`config.mk`:
```
export PLATFORM = sky130hd
export DESIGN_NAME = periph_regs_flat
export DESIGN_NICKNAME = d
export VERILOG_FILES = /design/src/rtl/core_bus_pkg.sv /design/src/rtl/core_bus_if.sv /design/src/rtl/periph_regs.sv /design/src/flat_wrapper.sv
export VERILOG_INCLUDE_DIRS = /design/src /design/src/include
export SDC_FILE = /design/constraint.sdc
export NUM_CORES = 1
export LEC_CHECK = 0
export BUFFER_PORTS_ARGS = -buffer_cell sky130_fd_sc_hd__buf_2
export CAP_MARGIN = 20
export CORE_MARGIN = 1
export CORE_UTILIZATION = 30
export DETAILED_ROUTE_END_ITERATION = 12
export GPL_TIMING_DRIVEN = 0
export PLACE_DENSITY_LB_ADDON = 0.08
export SETUP_SLACK_MARGIN = 0.05
export SLEW_MARGIN = 5
export SYNTH_ARGS = -nofsm -noshare
export SYNTH_HDL_FRONTEND = slang
export SYNTH_SLANG_ARGS = --single-unit
```
`constraint.sdc`:
```
create_clock -name clk_i -period 2.2 [get_ports clk_i]
set_input_delay 0.44 -clock clk_i [delete_from_list [all_inputs] [get_ports clk_i]]
set_output_delay 0.44 -clock clk_i [all_outputs]
set_load 0.02 [all_outputs]
```
`src/include/memmap_consts.svh`:
```
// width and size constants for the memory-map subsystem
// address, core-address and data widths, region count and memory depths

`ifndef MEMMAP_CONSTS_SVH
`define MEMMAP_CONSTS_SVH

// core bus widths
`define MM_AW 32   // full core address
`define MM_AWC 12  // address bits forwarded to a target
`define MM_DW 32   // data width, byte enables are MM_DW/8

// address map
`define MM_NB_REGION 2

// target sizes
`define MM_MEM_WORDS 256  // scratchpad words
`define MM_NB_REGS 8      // implemented peripheral registers

`endif

```
`src/rtl/core_bus_pkg.sv`:
```
// core bus transaction types
// request field types and the response opcode

`include "memmap_consts.svh"

package core_bus_pkg;

  // request fields
  typedef logic [`MM_AW-1:0] addr_t;
  typedef logic [`MM_DW-1:0] data_t;
  typedef logic [`MM_DW/8-1:0] be_t;

  // response status returned with r_valid
  typedef enum logic {
    OPC_OK  = 1'b0,
    OPC_ERR = 1'b1
  } resp_opc_e;

endpackage

```
`src/rtl/core_bus_if.sv`:
```
// core bus port bundle
// request strobe and fields, grant, and the one-cycle response

`timescale 1ns/1ps

interface core_bus_if;

  // request side
  logic                    req;
  logic                    gnt;
  core_bus_pkg::addr_t     add;
  logic                    wen;   // high means read
  core_bus_pkg::be_t       be;
  core_bus_pkg::data_t     data;

  // response side
  logic                    r_valid;
  core_bus_pkg::data_t     r_data;
  core_bus_pkg::resp_opc_e r_opc;

  modport initiator (
    output req,
    output add,
    output wen,
    output be,
    output data,
    input  gnt,
    input  r_valid,
    input  r_data,
    input  r_opc
  );

  modport target (
    input  req,
    input  add,
    input  wen,
    input  be,
    input  data,
    output gnt,
    output r_valid,
    output r_data,
    output r_opc
  );

endinterface

```
`src/rtl/periph_regs.sv`:
```
// region 1 target, small peripheral register bank
// one wait cycle per request, error status beyond the implemented registers

`timescale 1ns/1ps
`include "memmap_consts.svh"

module periph_regs (
  input  logic       clk_i,
  input  logic       rst_ni,
  input  logic       clear_i,
  core_bus_if.target bus
);

  localparam int unsigned NB_BE  = `MM_DW / 8;
  localparam int unsigned OFFS_W = $clog2(NB_BE);
  localparam int unsigned IDX_W  = `MM_AWC - OFFS_W;
  localparam int unsigned SEL_W  = $clog2(`MM_NB_REGS);

  core_bus_pkg::data_t     regs [`MM_NB_REGS];
  logic [IDX_W-1:0]        word_idx;
  logic [SEL_W-1:0]        reg_sel;
  logic                    idx_ok;    // word index hits an implemented register
  logic                    wait_q;    // wait cycle already spent
  logic                    granted;
  logic                    r_valid_q;
  core_bus_pkg::data_t     r_data_q;
  core_bus_pkg::resp_opc_e r_opc_q;

  assign word_idx = bus.add[`MM_AWC-1:OFFS_W];
  assign reg_sel  = word_idx[SEL_W-1:0];
  assign idx_ok   = word_idx < IDX_W'(`MM_NB_REGS);

  assign bus.gnt = bus.req & wait_q;  // second cycle of a held request
  assign granted = bus.req & bus.gnt;

  always_ff @(posedge clk_i or negedge rst_ni) begin
    if (!rst_ni) begin
      wait_q    <= 1'b0;
      r_valid_q <= 1'b0;
    end else if (clear_i) begin
      wait_q    <= 1'b0;
      r_valid_q <= 1'b0;
    end else begin
      wait_q    <= bus.req & ~wait_q;  // drops again after the grant
      r_valid_q <= granted;
    end
  end

  // register bank, writes to missing registers are dropped
  always_ff @(posedge clk_i or negedge rst_ni) begin
    if (!rst_ni) begin
      for (int unsigned r = 0; r < `MM_NB_REGS; r++) begin
        regs[r] <= '0;
      end
    end else if (granted && !bus.wen && idx_ok) begin
      for (int unsigned b = 0; b < NB_BE; b++) begin
        if (bus.be[b]) begin
          regs[reg_sel][8*b +: 8] <= bus.data[8*b +: 8];
        end
      end
    end
  end

  // response payload
  always_ff @(posedge clk_i) begin
    if (granted) begin
      r_data_q <= (bus.wen && idx_ok) ? regs[reg_sel] : '0;
      r_opc_q  <= idx_ok ? core_bus_pkg::OPC_OK : core_bus_pkg::OPC_ERR;
    end
  end

  assign bus.r_valid = r_valid_q;
  assign bus.r_data  = r_data_q;
  assign bus.r_opc   = r_opc_q;

  // a waiting request keeps its fields until it is granted
  a_req_stable : assert property (
    @(posedge clk_i) disable iff (!rst_ni)
    bus.req && !bus.gnt |=> !bus.req ||
      ($stable(bus.add) && $stable(bus.wen) && $stable(bus.be) && $stable(bus.data))
  ) else $error("request fields changed while waiting for the grant");

endmodule

```
`src/flat_wrapper.sv`:
```
// flat-port wrapper written by rule: the top's interface ports become plain ports
module periph_regs_flat 
  (clk_i, rst_ni, clear_i, bus_req, bus_add, bus_wen, bus_be, bus_data, bus_gnt, bus_r_valid, bus_r_data, bus_r_opc);
  core_bus_if bus_i ();
  input  logic clk_i;
  input  logic rst_ni;
  input  logic clear_i;
  input wire logic [$bits(bus_i.req)-1:0] bus_req;
  input wire logic [$bits(bus_i.add)-1:0] bus_add;
  input wire logic [$bits(bus_i.wen)-1:0] bus_wen;
  input wire logic [$bits(bus_i.be)-1:0] bus_be;
  input wire logic [$bits(bus_i.data)-1:0] bus_data;
  output wire logic [$bits(bus_i.gnt)-1:0] bus_gnt;
  output wire logic [$bits(bus_i.r_valid)-1:0] bus_r_valid;
  output wire logic [$bits(bus_i.r_data)-1:0] bus_r_data;
  output wire logic [$bits(bus_i.r_opc)-1:0] bus_r_opc;
  assign bus_i.req = bus_req;
  assign bus_i.add = bus_add;
  assign bus_i.wen = bus_wen;
  assign bus_i.be = bus_be;
  assign bus_i.data = bus_data;
  assign bus_gnt = bus_i.gnt;
  assign bus_r_valid = bus_i.r_valid;
  assign bus_r_data = bus_i.r_data;
  assign bus_r_opc = bus_i.r_opc;
  periph_regs u_core (.clk_i(clk_i), .rst_ni(rst_ni), .clear_i(clear_i), .bus(bus_i));
endmodule
```
==> results of run 1 <==
[flip-flops by register name, indices dropped and copies added, names as in the netlist]
signal / flops
u_core.regs: 256
u_core.bus.r_data: 32
u_core.bus.r_opc: 1
u_core.bus.r_valid: 1
u_core.wait_q: 1
[layer usage]
layer | vias up | part of all wire (%) | track usage, %
met2 | 183 | 46 | 30.27
met3 | 54 | 4.4 | 3.308
met4 | 0 | 2.0 | 5.059
met5 | - | 0 | 0
met1 | 4368 | 47 | 27.34
li1 | 3647 | - | -
[cell type report]
cell class / count / area [um^2] / area share [%]
buffer: 36 / 214.0 / 1.326
clock buffer: 54 / 1020 / 6.318
clock inverter: 12 / 91.34 / 0.5659
inverter: 1 / 3.754 / 0.02326
multi-input combinational: 546 / 5443 / 33.72
sequential: 291 / 7447 / 46.14
tap: 577 / 721.9 / 4.473
timing repair buffer: 128 / 1199 / 7.427
[cells by family after synthesis]
kind of cell / synth area share, %
AOI/OAI and AO/OA: 6.133
buffers and inverters: 1.192
DFF: 57.21
muxes: 29.02
and+or+nand+nor: 6.440
[critical path, stage by stage (launching register included)]
cell and delay (ns):
sky130_fd_sc_hd__dfrtp_1 0.36, sky130_fd_sc_hd__and3b_1 0.17, sky130_fd_sc_hd__clkbuf_2 0.30, sky130_fd_sc_hd__nand4_4 0.33, sky130_fd_sc_hd__nor2_4 0.42, sky130_fd_sc_hd__mux2_2 0.38
[through the flow]
stage / setup WS (ns) / utilization, % / power, W / hold WS, ns / TNS [ns]
after floorplan: 0.04858 / - / 0.005786 / 0.1444 / 0
final: 0.1142 / 38.13 / 0.01179 / 0.07715 / 0
after detailed placement: -1.271 / 33.76 / 0.006210 / 0.4526 / -235.89
after global placement: -4.583 / 33.43 / 0.006189 / 0.4444 / -1410.57
after CTS: 0.02751 / 36.69 / 0.01196 / 0.05642 / 0
after global routing: 0.03470 / 38.13 / 0.01223 / 0.07536 / 0
[layout by cell type, fill, tap and decap left out, types with 3 or more instances in the layout]
cell type / count
sky130_fd_sc_hd__buf_2: 87
sky130_fd_sc_hd__and2_1: 4
sky130_fd_sc_hd__dfrtp_1: 258
sky130_fd_sc_hd__clkbuf_1: 18
sky130_fd_sc_hd__mux2_2: 277
sky130_fd_sc_hd__clkbuf_2: 12
sky130_fd_sc_hd__a22oi_1: 25
sky130_fd_sc_hd__o211ai_1: 6
sky130_fd_sc_hd__a221oi_1: 14
sky130_fd_sc_hd__edfxtp_1: 33
sky130_fd_sc_hd__a211o_1: 3
sky130_fd_sc_hd__clkinv_2: 4
sky130_fd_sc_hd__a222oi_1: 3
sky130_fd_sc_hd__a21o_1: 5
sky130_fd_sc_hd__clkinv_1: 4
sky130_fd_sc_hd__a31oi_1: 7
sky130_fd_sc_hd__clkbuf_16: 37
sky130_fd_sc_hd__a21oi_1: 23
sky130_fd_sc_hd__nor2_1: 19
sky130_fd_sc_hd__nand3_1: 8
sky130_fd_sc_hd__o21ai_0: 7
sky130_fd_sc_hd__mux4_2: 15
sky130_fd_sc_hd__nor2_4: 32
sky130_fd_sc_hd__clkbuf_4: 3
sky130_fd_sc_hd__nand3b_1: 3
sky130_fd_sc_hd__nand2_1: 18
sky130_fd_sc_hd__nand4_4: 4
sky130_fd_sc_hd__buf_4: 17
sky130_fd_sc_hd__a22o_1: 6
sky130_fd_sc_hd__o2bb2ai_1: 4
sky130_fd_sc_hd__mux2i_1: 32
sky130_fd_sc_hd__buf_12: 30
sky130_fd_sc_hd__nor2b_1: 5
sky130_fd_sc_hd__clkbuf_8: 3
sky130_fd_sc_hd__buf_8: 3
[timing repair]
item                                   CTS  global route
resized for setup                       34            10
setup buffers                            5            33
endpoints found under the hold margin   19             0
hold buffers                             1             0
setup endpoints to repair              288           243
pin swaps                                4            27
[worst max path at each step]
stage / from / endpoint / slack, ns / depth (start not counted)
global route: bus_add[4] / u_core.regs[74] / 0.03 / 5
finish: u_core.wait_q / u_core.regs[74] / 0.11 / 5
detailed placement: bus_add[4] / u_core.bus.r_data[6] / -1.27 / 7
floorplan: bus_add[5] / u_core.regs[0] / 0.05 / 4
CTS: bus_add[4] / u_core.bus.r_data[6] / 0.03 / 7
global placement: rst_ni / u_core.regs[148] / -4.58 / 1
[power groups by stage]
stage | registers (W) | logic (W) | clock network (W)
after global placement | 0.00557 | 0.000623 | 0
after global routing | 0.00546 | 0.000710 | 0.00606
after floorplan | 0.00559 | 0.000196 | 0
after detailed placement | 0.00556 | 0.000647 | 0
after CTS | 0.00546 | 0.000663 | 0.00583
final | 0.00547 | 0.000661 | 0.00566
[Yosys cell counts (2+ instances only)]
| cell type | instances |
|---|---|
| sky130_fd_sc_hd__a222oi_1 | 3 |
| sky130_fd_sc_hd__a221oi_1 | 14 |
| sky130_fd_sc_hd__nand3_1 | 9 |
| sky130_fd_sc_hd__o2bb2ai_1 | 4 |
| sky130_fd_sc_hd__nand3b_1 | 3 |
| sky130_fd_sc_hd__o211ai_1 | 6 |
| sky130_fd_sc_hd__nand4_4 | 4 |
| sky130_fd_sc_hd__edfxtp_1 | 33 |
| sky130_fd_sc_hd__a21o_1 | 5 |
| sky130_fd_sc_hd__mux2_2 | 277 |
| sky130_fd_sc_hd__nor2b_1 | 7 |
| sky130_fd_sc_hd__a21oi_1 | 23 |
| sky130_fd_sc_hd__a221o_1 | 2 |
| sky130_fd_sc_hd__a211oi_1 | 2 |
| sky130_fd_sc_hd__buf_2 | 10 |
| sky130_fd_sc_hd__nand2b_1 | 2 |
| sky130_fd_sc_hd__nor3_2 | 2 |
| sky130_fd_sc_hd__and2_1 | 5 |
| sky130_fd_sc_hd__and3_1 | 2 |
| sky130_fd_sc_hd__a211o_1 | 3 |
| sky130_fd_sc_hd__mux4_2 | 15 |
| sky130_fd_sc_hd__dfrtp_1 | 258 |
| sky130_fd_sc_hd__mux2i_1 | 32 |
| sky130_fd_sc_hd__a22o_1 | 6 |
| sky130_fd_sc_hd__a31oi_1 | 7 |
| sky130_fd_sc_hd__nor3_1 | 3 |
| sky130_fd_sc_hd__nand2_1 | 18 |
| sky130_fd_sc_hd__clkbuf_1 | 18 |
| sky130_fd_sc_hd__nor2_1 | 19 |
| sky130_fd_sc_hd__nor3b_1 | 2 |
| sky130_fd_sc_hd__buf_1 | 9 |
| sky130_fd_sc_hd__nor2_4 | 32 |
| sky130_fd_sc_hd__a22oi_1 | 25 |
| sky130_fd_sc_hd__o21ai_0 | 7 |
==> results.txt, run 1 <==
----------------------------------------------------
[Power]
  Net Sw Power ... 0.002834 W
  Relative contribution of the clock network to total power ... 48.0%
  Part of the total power dissipated in combinational logic ... 5.6%
  Ratio of total power to cell area ... 730.3 nW/um^2
  Worst ir drop on vdd ... 0.4617 mV
  Leakage power summed over all cells ... 7.273 nW
  Internal power consumption ... 0.008952 W
  Net switching fraction of the power ... 24.04%
  Share of power burned in registers ... 46.4%

[Synthesis]
  Synthesized netlist cell count ... 875
  Share of synthesized registers carrying an async set or reset ... 88.66%
  Warning count from the yosys run ... 0
  Synthesized area per cell ... 14.88 um^2
  Cell types with the largest area share after synthesis ... sky130_fd_sc_hd__dfrtp_1, sky130_fd_sc_hd__mux2_2, sky130_fd_sc_hd__edfxtp_1
  Net Count, Synth ... 948
  Synthesized flop and latch total ... 291
  EDFF count, synth ... 33
  Post-Synthesis Cell Area ... 13020 um^2
  Most instantiated flip-flop cell in the synthesis netlist ... sky130_fd_sc_hd__dfrtp_1
  Leading area contributor after synthesis ... sky130_fd_sc_hd__dfrtp_1
  Yosys top cell area share ... 49.60%
  Fraction of the yosys area taken by sequential cells ... 57.21%
  Cell variety after synth ... 42

[Critical path]
  R2R Path End ... u_core.regs[74]
  Data arrival, critical path ... 2.51 ns
  Required arrival time at the worst endpoint ... 2.62 ns
  Crit path launch type ... flip-flop
  Beginning of the worst register-to-register path ... u_core.wait_q
  R2R depth ... 5
  Minimum setup slack among reg-to-reg paths ... 0.11 ns
  Type of destination of the critical path ... flip-flop
  Largest fanout on the critical path ... 8
  Type of the worst setup path ... flip-flop to flip-flop

[Die]
  Die width ... 210.3 um
  Die Span Y ... 210.3 um
  Standard-cell row count ... 75
  Area of the core ... 42320 um^2
  Count of boundary I/O pins ... 108
  Initial cell density of the core ... 30.76%
  Die outline area ... 44220 um^2

[Global route]
  GRT Total Usage ... 19.25%
  Overall overflow remaining after global route ... 0
  Vias in the first global route ... 8441
  Pin count of the biggest net entering global routing ... 102
  Number of antenna violations at the first check in global routing ... 0
  Global-route wire length before repair ... 60610 um

[Placement]
  Port Buffer Count ... 82
  Placed Instance Area ... 14290 um^2
  Post-DP HPWL ... 26500 um
  Weighted congestion reported at the end of routability-driven placement ... 0.7577
  Dpl cells ... 1541

[STA]
  Setup repair after global routing missed its margin ... yes
  FMAX ... 0.4794 GHz
  Worst-margin pin slew ... 1.077 ns
  Max Clock Skew ... 0.01449 ns
  Share of the clock period used by the worst path after layout ... 94.81%
  Final Hold Vio Count ... 0
  Number of max-slew violations in the final report ... 0
  Total setup violations reported at the end of the flow ... 0
  Worst-case headroom to the max-slew limit ... 28.18%
  Crit path time final ... 2.086 ns

[Routing]
  Number of routed nets with antenna violations ... 0
  Number of iterations in the first detailed-routing pass ... 4
  Total length of routed wires ... 41790 um
  Routed len/inst ... 25.41 um
  Total via count after detailed routing ... 8252
  Vias/cell ... 5.016
  Starting DRT DRC Count ... 398
  DR DRC count ... 0

[Final layout]
  Share of post-route cells with drive strength above 1 ... 50.66%
  Final Net Count ... 1113
  Count of placed standard cells in the final layout, fillers left out ... 1645
  Filler Cells Inserted ... 4051
  Relative area change from synthesis to final layout ... 23.99%
  Summed area of non-filler cells in the final layout ... 16140 um^2
  Number of inserted diodes ... 0

[Hold path]
  Hold Path End ... u_core.bus.r_valid
  Worst hold path stage count ... 2
  Hold Crit Start ... clear_i
  Hold/Removal Path Class ... input pin to flip-flop

[Clock tree]
  Clock root buffer ... sky130_fd_sc_hd__clkbuf_16
  Max Root-Sink Buffers ... 3
  Clock latency of the later-clocked register in the worst-skew pair ... 0.54 ns
  Clock sink count ... 291
  Clock transition at the register clock pins on the worst setup and hold paths after CTS ... 0.06 ns
  Count of H-tree levels built during CTS ... 2
  CTS Buf Count ... 36
  CTS tree ... done

[Run]
  Max-capacitance violation count ... 0

[Status]
  Outcome ... finished clean

----------------------------------------------------
Note: power is estimated with default switching activity, not from simulation.
==> run 2: changes to the inputs <==
- CORE_UTILIZATION: 30 -> 61
- CTS_BUF_LIST: not set -> sky130_fd_sc_hd__clkbuf_16
- clock period: 2.2 -> 2.5 ns (I/O delays scaled with it)
==> run 2 against run 1 <==
  * The flow now finishes with violations (design-rule violations, negative hold slack)
  * Flip-flop and latch count did not move
  * Clock power decreased by 20%
  * Sequential share of layout area up 3.8 points
  * Combinational power down 21%
  * Worst hold slack got worse by 0.10 ns
  * Die area shrank 50%
  * Design area is 7.6% lower
  * Global-route usage is 13 points higher
  * Setup slack lost 0.012 ns
==> results.txt, run 2 (synthesis gave the netlist of run 1 again) <==
----------------------------------------------------
[Status]
  Outcome ... complete, but fails checks
  Failing checks ... design-rule violations, negative hold slack

[Global route]
  Pin count of the biggest net entering global routing ... 114
  Number of antenna violations at the first check in global routing ... 0
  Vias in the first global route ... 8285
  Global-route wire length before repair ... 51130 um
  Overall overflow remaining after global route ... 0
  GRT Total Usage ... 31.91%

[STA]
  Number of max-slew violations in the final report ... 0
  FMAX ... 0.4170 GHz
  Share of the clock period used by the worst path after layout ... 95.93%
  Final Hold Vio Count ... 9
  Total setup violations reported at the end of the flow ... 0
  Max Clock Skew ... 0.007523 ns
  Hold WS ... -0.02333 ns
  Worst-case headroom to the max-slew limit ... 23.15%
  Worst-margin pin slew ... 1.149 ns
  Setup repair after global routing missed its margin ... no
  Crit path time final ... 2.398 ns

[Final layout]
  Top register by number of flip-flops ... u_core.regs
  Relative area change from synthesis to final layout ... 14.53%
  Summed area of non-filler cells in the final layout ... 14910 um^2
  Flip-flop count of the largest register, all copies and words added ... 256
  Most used cells in the layout excluding fill and tap cells ... sky130_fd_sc_hd__mux2_2, sky130_fd_sc_hd__dfrtp_1, sky130_fd_sc_hd__buf_2
  Area used by sequential logic in the layout ... 7447 um^2
  Area of combinational cells with multiple inputs ... 5420 um^2
  Final Net Count ... 1066
  Leading cell type in the layout, fill and taps excluded ... sky130_fd_sc_hd__mux2_2
  Final core utilization ... 71.14%
  Filler Cells Inserted ... 1463
  Number of inserted diodes ... 0
  Share of post-route cells with drive strength above 1 ... 47.79%

[Die]
  Area of the core ... 20960 um^2
  Die width ... 148.1 um
  Die outline area ... 21930 um^2
  Initial cell density of the core ... 62.11%
  Die Span Y ... 148.1 um
  Count of boundary I/O pins ... 108
  Standard-cell row count ... 53

[Placement]
  Placed Instance Area ... 13880 um^2
  Port Buffer Count ... 82
  Post-DP HPWL ... 21160 um
  Weighted congestion reported at the end of routability-driven placement ... 0.8494

[Power]
  Worst ir drop on vdd ... 0.6625 mV
  Internal power consumption ... 0.007581 W
  Leakage power summed over all cells ... 6.887 nW
  Ratio of total power to cell area ... 661.2 nW/um^2
  Net Sw Power ... 0.002276 W
  Net switching fraction of the power ... 23.09%
  Relative contribution of the clock network to total power ... 45.9%
  Part of the total power dissipated in combinational logic ... 5.3%
  Share of power burned in registers ... 48.8%

[Critical path]
  Type of destination of the critical path ... flip-flop
  Type of the worst setup path ... input pin to flip-flop
  Required arrival time at the worst endpoint ... 2.86 ns
  Startpoint of the worst setup timing path ... bus_add[3]
  Beginning of the worst register-to-register path ... u_core.wait_q
  Largest fanout on the critical path ... 10
  Crit path launch type ... input pin
  Data arrival, critical path ... 2.76 ns

[Clock tree]
  Count of H-tree levels built during CTS ... 1
  Clock sink count ... 291
  Clock root buffer ... sky130_fd_sc_hd__clkbuf_16
  Post-CTS setup buffer count ... 0
  Max Root-Sink Buffers ... 3
  Clock latency of the later-clocked register in the worst-skew pair ... 0.56 ns
  CTS Buf Count ... 30
  CTS tree ... done
  Clock transition at the register clock pins on the worst setup and hold paths after CTS ... 0.06 ns

[Routing]
  Number of routed nets with antenna violations ... 0
  DR DRC count ... 2
  Total length of routed wires ... 33750 um
  Vias/cell ... 6.418
  Total via count after detailed routing ... 8292
  Routed len/inst ... 26.12 um
  Number of iterations in the first detailed-routing pass ... 9
  Starting DRT DRC Count ... 712

[Hold path]
  Hold/Removal Path Class ... input pin to asynchronous set/reset pin

[Run]
  Max-capacitance violation count ... 0

----------------------------------------------------
run 2: routing by layer:
metal | track usage [%] | routed length (um) | up-vias
met2 | 49.27 | 15680 | 336
met1 | 46.03 | 14740 | 4338
met3 | 6.012 | 2307 | 76
met5 | 0 | 0 | -
met4 | 10.31 | 1023 | 0
li1 | - | - | 3542
run 2: worst paths after layout:
check | cells past startpoint | slack [ns] | endpoint
setup / recovery | 7 | 0.10 | u_core.bus.r_data[26]
hold / removal | 1 | -0.02 | u_core.regs[158]
setup reg to reg | 5 | 0.15 | u_core.regs[42]
hold reg to reg | 1 | 0.47 | u_core.wait_q
max in group asynchronous | 3 | 1.23 | u_core.regs[98]
min in group clk_i | 2 | 0.10 | u_core.bus.r_valid
run 2: area by class of cell:
| cell class | instances | area share (%) |
|---|---|---|
| Sequential cell | 291 | 49.95 |
| Multi-Input combinational cell | 546 | 36.36 |
| Clock buffer | 31 | 5.204 |
| Timing Repair Buffer | 86 | 3.449 |
| Tap cell | 275 | 2.308 |
| Clock inverter | 25 | 1.494 |
| Buffer | 37 | 1.209 |
| Inverter | 1 | 0.02518 |
run 2: power by group through the flow:
stage / registers, W / logic (W) / clock network, W
global route: 0.00481 / 0.000558 / 0.00474
detailed placement: 0.00490 / 0.000514 / 0
floorplan: 0.00492 / 0.000172 / 0
CTS: 0.00481 / 0.000517 / 0.00455
global placement: 0.00490 / 0.000496 / 0
finish: 0.00481 / 0.000524 / 0.00453
run 2: worst max-delay path, stage by stage:
cell and delay (ns):
sky130_fd_sc_hd__buf_2 0.30, sky130_fd_sc_hd__buf_2 0.39, sky130_fd_sc_hd__buf_2 0.40, sky130_fd_sc_hd__and2_0 0.17, sky130_fd_sc_hd__clkbuf_1 0.49, sky130_fd_sc_hd__a22oi_1 0.20
sky130_fd_sc_hd__a21oi_1 0.29
run 2: what timing repair did:
action / in CTS / in global routing
hold buffers: 0 / 0
pin swaps: 0 / 0
cloned: 0 / 0
gates resized for setup: 7 / 11
endpoints found under the setup margin: 46 / 25
run 2: stage by stage:
step,std cells,setup slack (ns),total power [W],setup TNS [ns],hold WS (ns)
2_1_floorplan,875,0.2729,0.005091,0,0.2044
3_3_place_gp,1232,-3.824,0.005392,-1086.37,0.4425
3_5_place_dp,1236,-0.7955,0.005409,-110.91,0.4633
4_1_cts,1292,0.06152,0.009878,0,0.05431
5_1_grt,1292,0.05778,0.01010,0,0.06315
6_report,1292,0.1017,0.009858,0,-0.02333
==> run 3: changes to the inputs <==
- CELL_PAD_IN_SITES_DETAIL_PLACEMENT: not set -> 0
- CELL_PAD_IN_SITES_GLOBAL_PLACEMENT: not set -> 2
- CORE_UTILIZATION: 61 -> 47
==> run 3 against run 2 <==
  * The run now ends clean
  * Clock skew is 0.00090 ns lower
  * Cell count is 5.4% higher
  * Sequential power hardly changed
  * Register-to-register slack hardly changed
  * Largest power group unchanged
  * Combinational power is 3% higher
  * Sequential share of layout area is 0.34 points lower
  * Utilization is 16 points lower
  * Design area is 0.68% higher
  * Critical path depth is 1 lower
  * Power is 1.6% lower
  * Clock power is 4% lower
  * Highest routed layer is now met5
  * Flip-flop and latch count stayed put
==> results.txt, run 3 (synthesis gave the netlist of run 1 again) <==
----------------------------------------------------
[Final layout]
  Leading cell type in the layout, fill and taps excluded ... sky130_fd_sc_hd__mux2_2
  Summed area of non-filler cells in the final layout ... 15010 um^2
  Final Net Count ... 1070
  Filler Cells Inserted ... 2223
  Most used cells in the layout excluding fill and tap cells ... sky130_fd_sc_hd__mux2_2, sky130_fd_sc_hd__dfrtp_1, sky130_fd_sc_hd__buf_2
  Final core utilization ... 55.54%
  Count of placed standard cells in the final layout, fillers left out ... 1362
  Number of inserted diodes ... 0
  Top register by number of flip-flops ... u_core.regs
  Flip-flop count of the largest register, all copies and words added ... 256
  Share of post-route cells with drive strength above 1 ... 47.70%
  Relative area change from synthesis to final layout ... 15.31%

[Routing]
  DR DRC count ... 0
  Total via count after detailed routing ... 8191
  Vias/cell ... 6.014
  Starting DRT DRC Count ... 573
  Total length of routed wires ... 36820 um
  Routed len/inst ... 27.03 um
  Number of iterations in the first detailed-routing pass ... 5
  Number of routed nets with antenna violations ... 0

[Clock tree]
  Max Root-Sink Buffers ... 3
  Clock root buffer ... sky130_fd_sc_hd__clkbuf_16
  Clock transition at the register clock pins on the worst setup and hold paths after CTS ... 0.06 ns
  Count of H-tree levels built during CTS ... 1
  CTS Buf Count ... 30
  Clock latency of the later-clocked register in the worst-skew pair ... 0.55 ns
  Clock sink count ... 291
  CTS tree ... done

[Global route]
  Overall overflow remaining after global route ... 0
  Vias in the first global route ... 8899
  Number of antenna violations at the first check in global routing ... 1
  GRT Total Usage ... 26.84%
  Global-route wire length before repair ... 55810 um
  Pin count of the biggest net entering global routing ... 122

[Die]
  Count of boundary I/O pins ... 108
  Initial cell density of the core ... 48.16%
  Die Span Y ... 168.4 um
  Die outline area ... 28360 um^2
  Area of the core ... 27030 um^2
  Die width ... 168.4 um
  Standard-cell row count ... 60

[STA]
  Crit path time final ... 2.413 ns
  Setup repair after global routing missed its margin ... no
  Hold WS ... 0.1206 ns
  FMAX ... 0.4144 GHz
  Worst-case headroom to the max-slew limit ... 24.45%
  Worst-margin pin slew ... 1.129 ns
  Total setup violations reported at the end of the flow ... 0
  Slack of the critical path ... 0.08678 ns
  Final Hold Vio Count ... 0
  Max Clock Skew ... 0.006619 ns
  Number of max-slew violations in the final report ... 0
  Share of the clock period used by the worst path after layout ... 96.53%

[Critical path]
  Max stage delay cell, worst path ... sky130_fd_sc_hd__buf_1
  Required arrival time at the worst endpoint ... 2.88 ns
  Cell family with most CP delay ... simple AND/OR/NAND/NOR gates
  Type of destination of the critical path ... flip-flop
  Largest fanout on the critical path ... 10
  Peak per-stage delay on the critical path ... 0.67 ns
  Cell-by-cell listing of the critical path ... buf_2 > buf_1 > nand2_1 > nor2_1 > a22oi_1 > a31oi_1
  Data arrival, critical path ... 2.79 ns
  Worst Path Buf+Inv ... 2
  Crit path launch type ... input pin
  Type of the worst setup path ... input pin to flip-flop

[Run]
  Max-capacitance violation count ... 0

[Power]
  Ratio of total power to cell area ... 646.3 nW/um^2
  Leakage power summed over all cells ... 6.920 nW
  Worst ir drop on vdd ... 0.4888 mV

[Placement]
  Weighted congestion reported at the end of routability-driven placement ... 0.8197
  Port Buffer Count ... 82
  Post-DP HPWL ... 23770 um
  Placed Instance Area ... 13960 um^2
  Dpl cells ... 1302
  Worst setup slack before clock tree synthesis ... -1.077 ns

[Status]
  Outcome ... finished clean

[Hold path]
  Hold/Removal Path Class ... input pin to flip-flop

----------------------------------------------------
==> run 3: cell count changes in the layout (fill, tap and decap cells not counted), sizes merged <==
cell | previous run | this run
buf | 100 | 105
bufinv | 4 | 2
clkbuf | 52 | 50
clkdlybuf4s15 | 2 | 3
clkinv | 15 | 14
clkinvlp | 3 | 1
dlygate4sd3 | 0 | 1
inv | 4 | 8
==> run 3: worst reg2reg max path: stages (launching register included) <==
cell                       delay [ns]
sky130_fd_sc_hd__dfrtp_1         0.37
sky130_fd_sc_hd__and3b_1         0.17
sky130_fd_sc_hd__clkbuf_1        0.40
sky130_fd_sc_hd__nand4_4         0.39
sky130_fd_sc_hd__nor2_4          0.52
sky130_fd_sc_hd__mux2_2          0.39
==> run 3: worst paths after layout <==
check	from	end	slack (ns)	depth (start not counted)
max	bus_add[2]	u_core.bus.r_data[24]	0.09	6
min	clear_i	u_core.bus.r_valid	0.12	2
max reg2reg	u_core.wait_q	u_core.regs[43]	0.15	5
min reg2reg	u_core.wait_q	u_core.wait_q	0.47	1
max in group asynchronous	rst_ni	u_core.regs[192]	1.22	3
min in group asynchronous	rst_ni	u_core.regs[222]	0.39	2
==> run 3: layout make-up <==
class                           instances  area [um^2]  share of cell area, %
Sequential cell                       291         7447                  49.62
Multi-Input combinational cell        546         5424                  36.14
Clock buffer                           32        800.8                  5.335
Timing Repair Buffer                   90        555.5                  3.701
Tap cell                              341        426.7                  2.843
Buffer                                 37        195.2                  1.300
Inverter                                1        3.754                0.02501
Clock inverter                         24        156.4                  1.042
==> run 3: routing by layer <==
layer	wire length (um)	share of wire (%)	global-route usage, %
met1	16360	44	36.78
met2	17140	47	42.97
met3	2123	5.8	5.054
met4	1185	3.2	9.249
met5	13	0.035	0
==> run 3: what timing repair did <==
item / 4_1_cts / 5_1_grt
gates resized for setup: 15 / 10
endpoints found under the hold margin: 22 / 0
pin swaps: 0 / 1
setup buffers: 0 / 3
endpoints found under the setup margin: 61 / 8
hold buffers: 1 / 0
==> run 3: report_power, final <==
| part | switching [W] | leakage (nW) | total, W | internal (W) |
|---|---|---|---|---|
| Clock | 0.00186 | 0.501 | 0.00435 | 0.00249 |
| Sequential | 0.00000626 | 3.88 | 0.00481 | 0.00480 |
| Combinational | 0.000408 | 2.54 | 0.000542 | 0.000135 |
==> run 3: stage by stage <==
stage               total power [W]  TNS [ns]
floorplan                  0.005091         0
CTS                        0.009774         0
detailed placement         0.005430   -130.03
global route                0.01001         0
global placement           0.005397   -999.75
finish                     0.009700         0
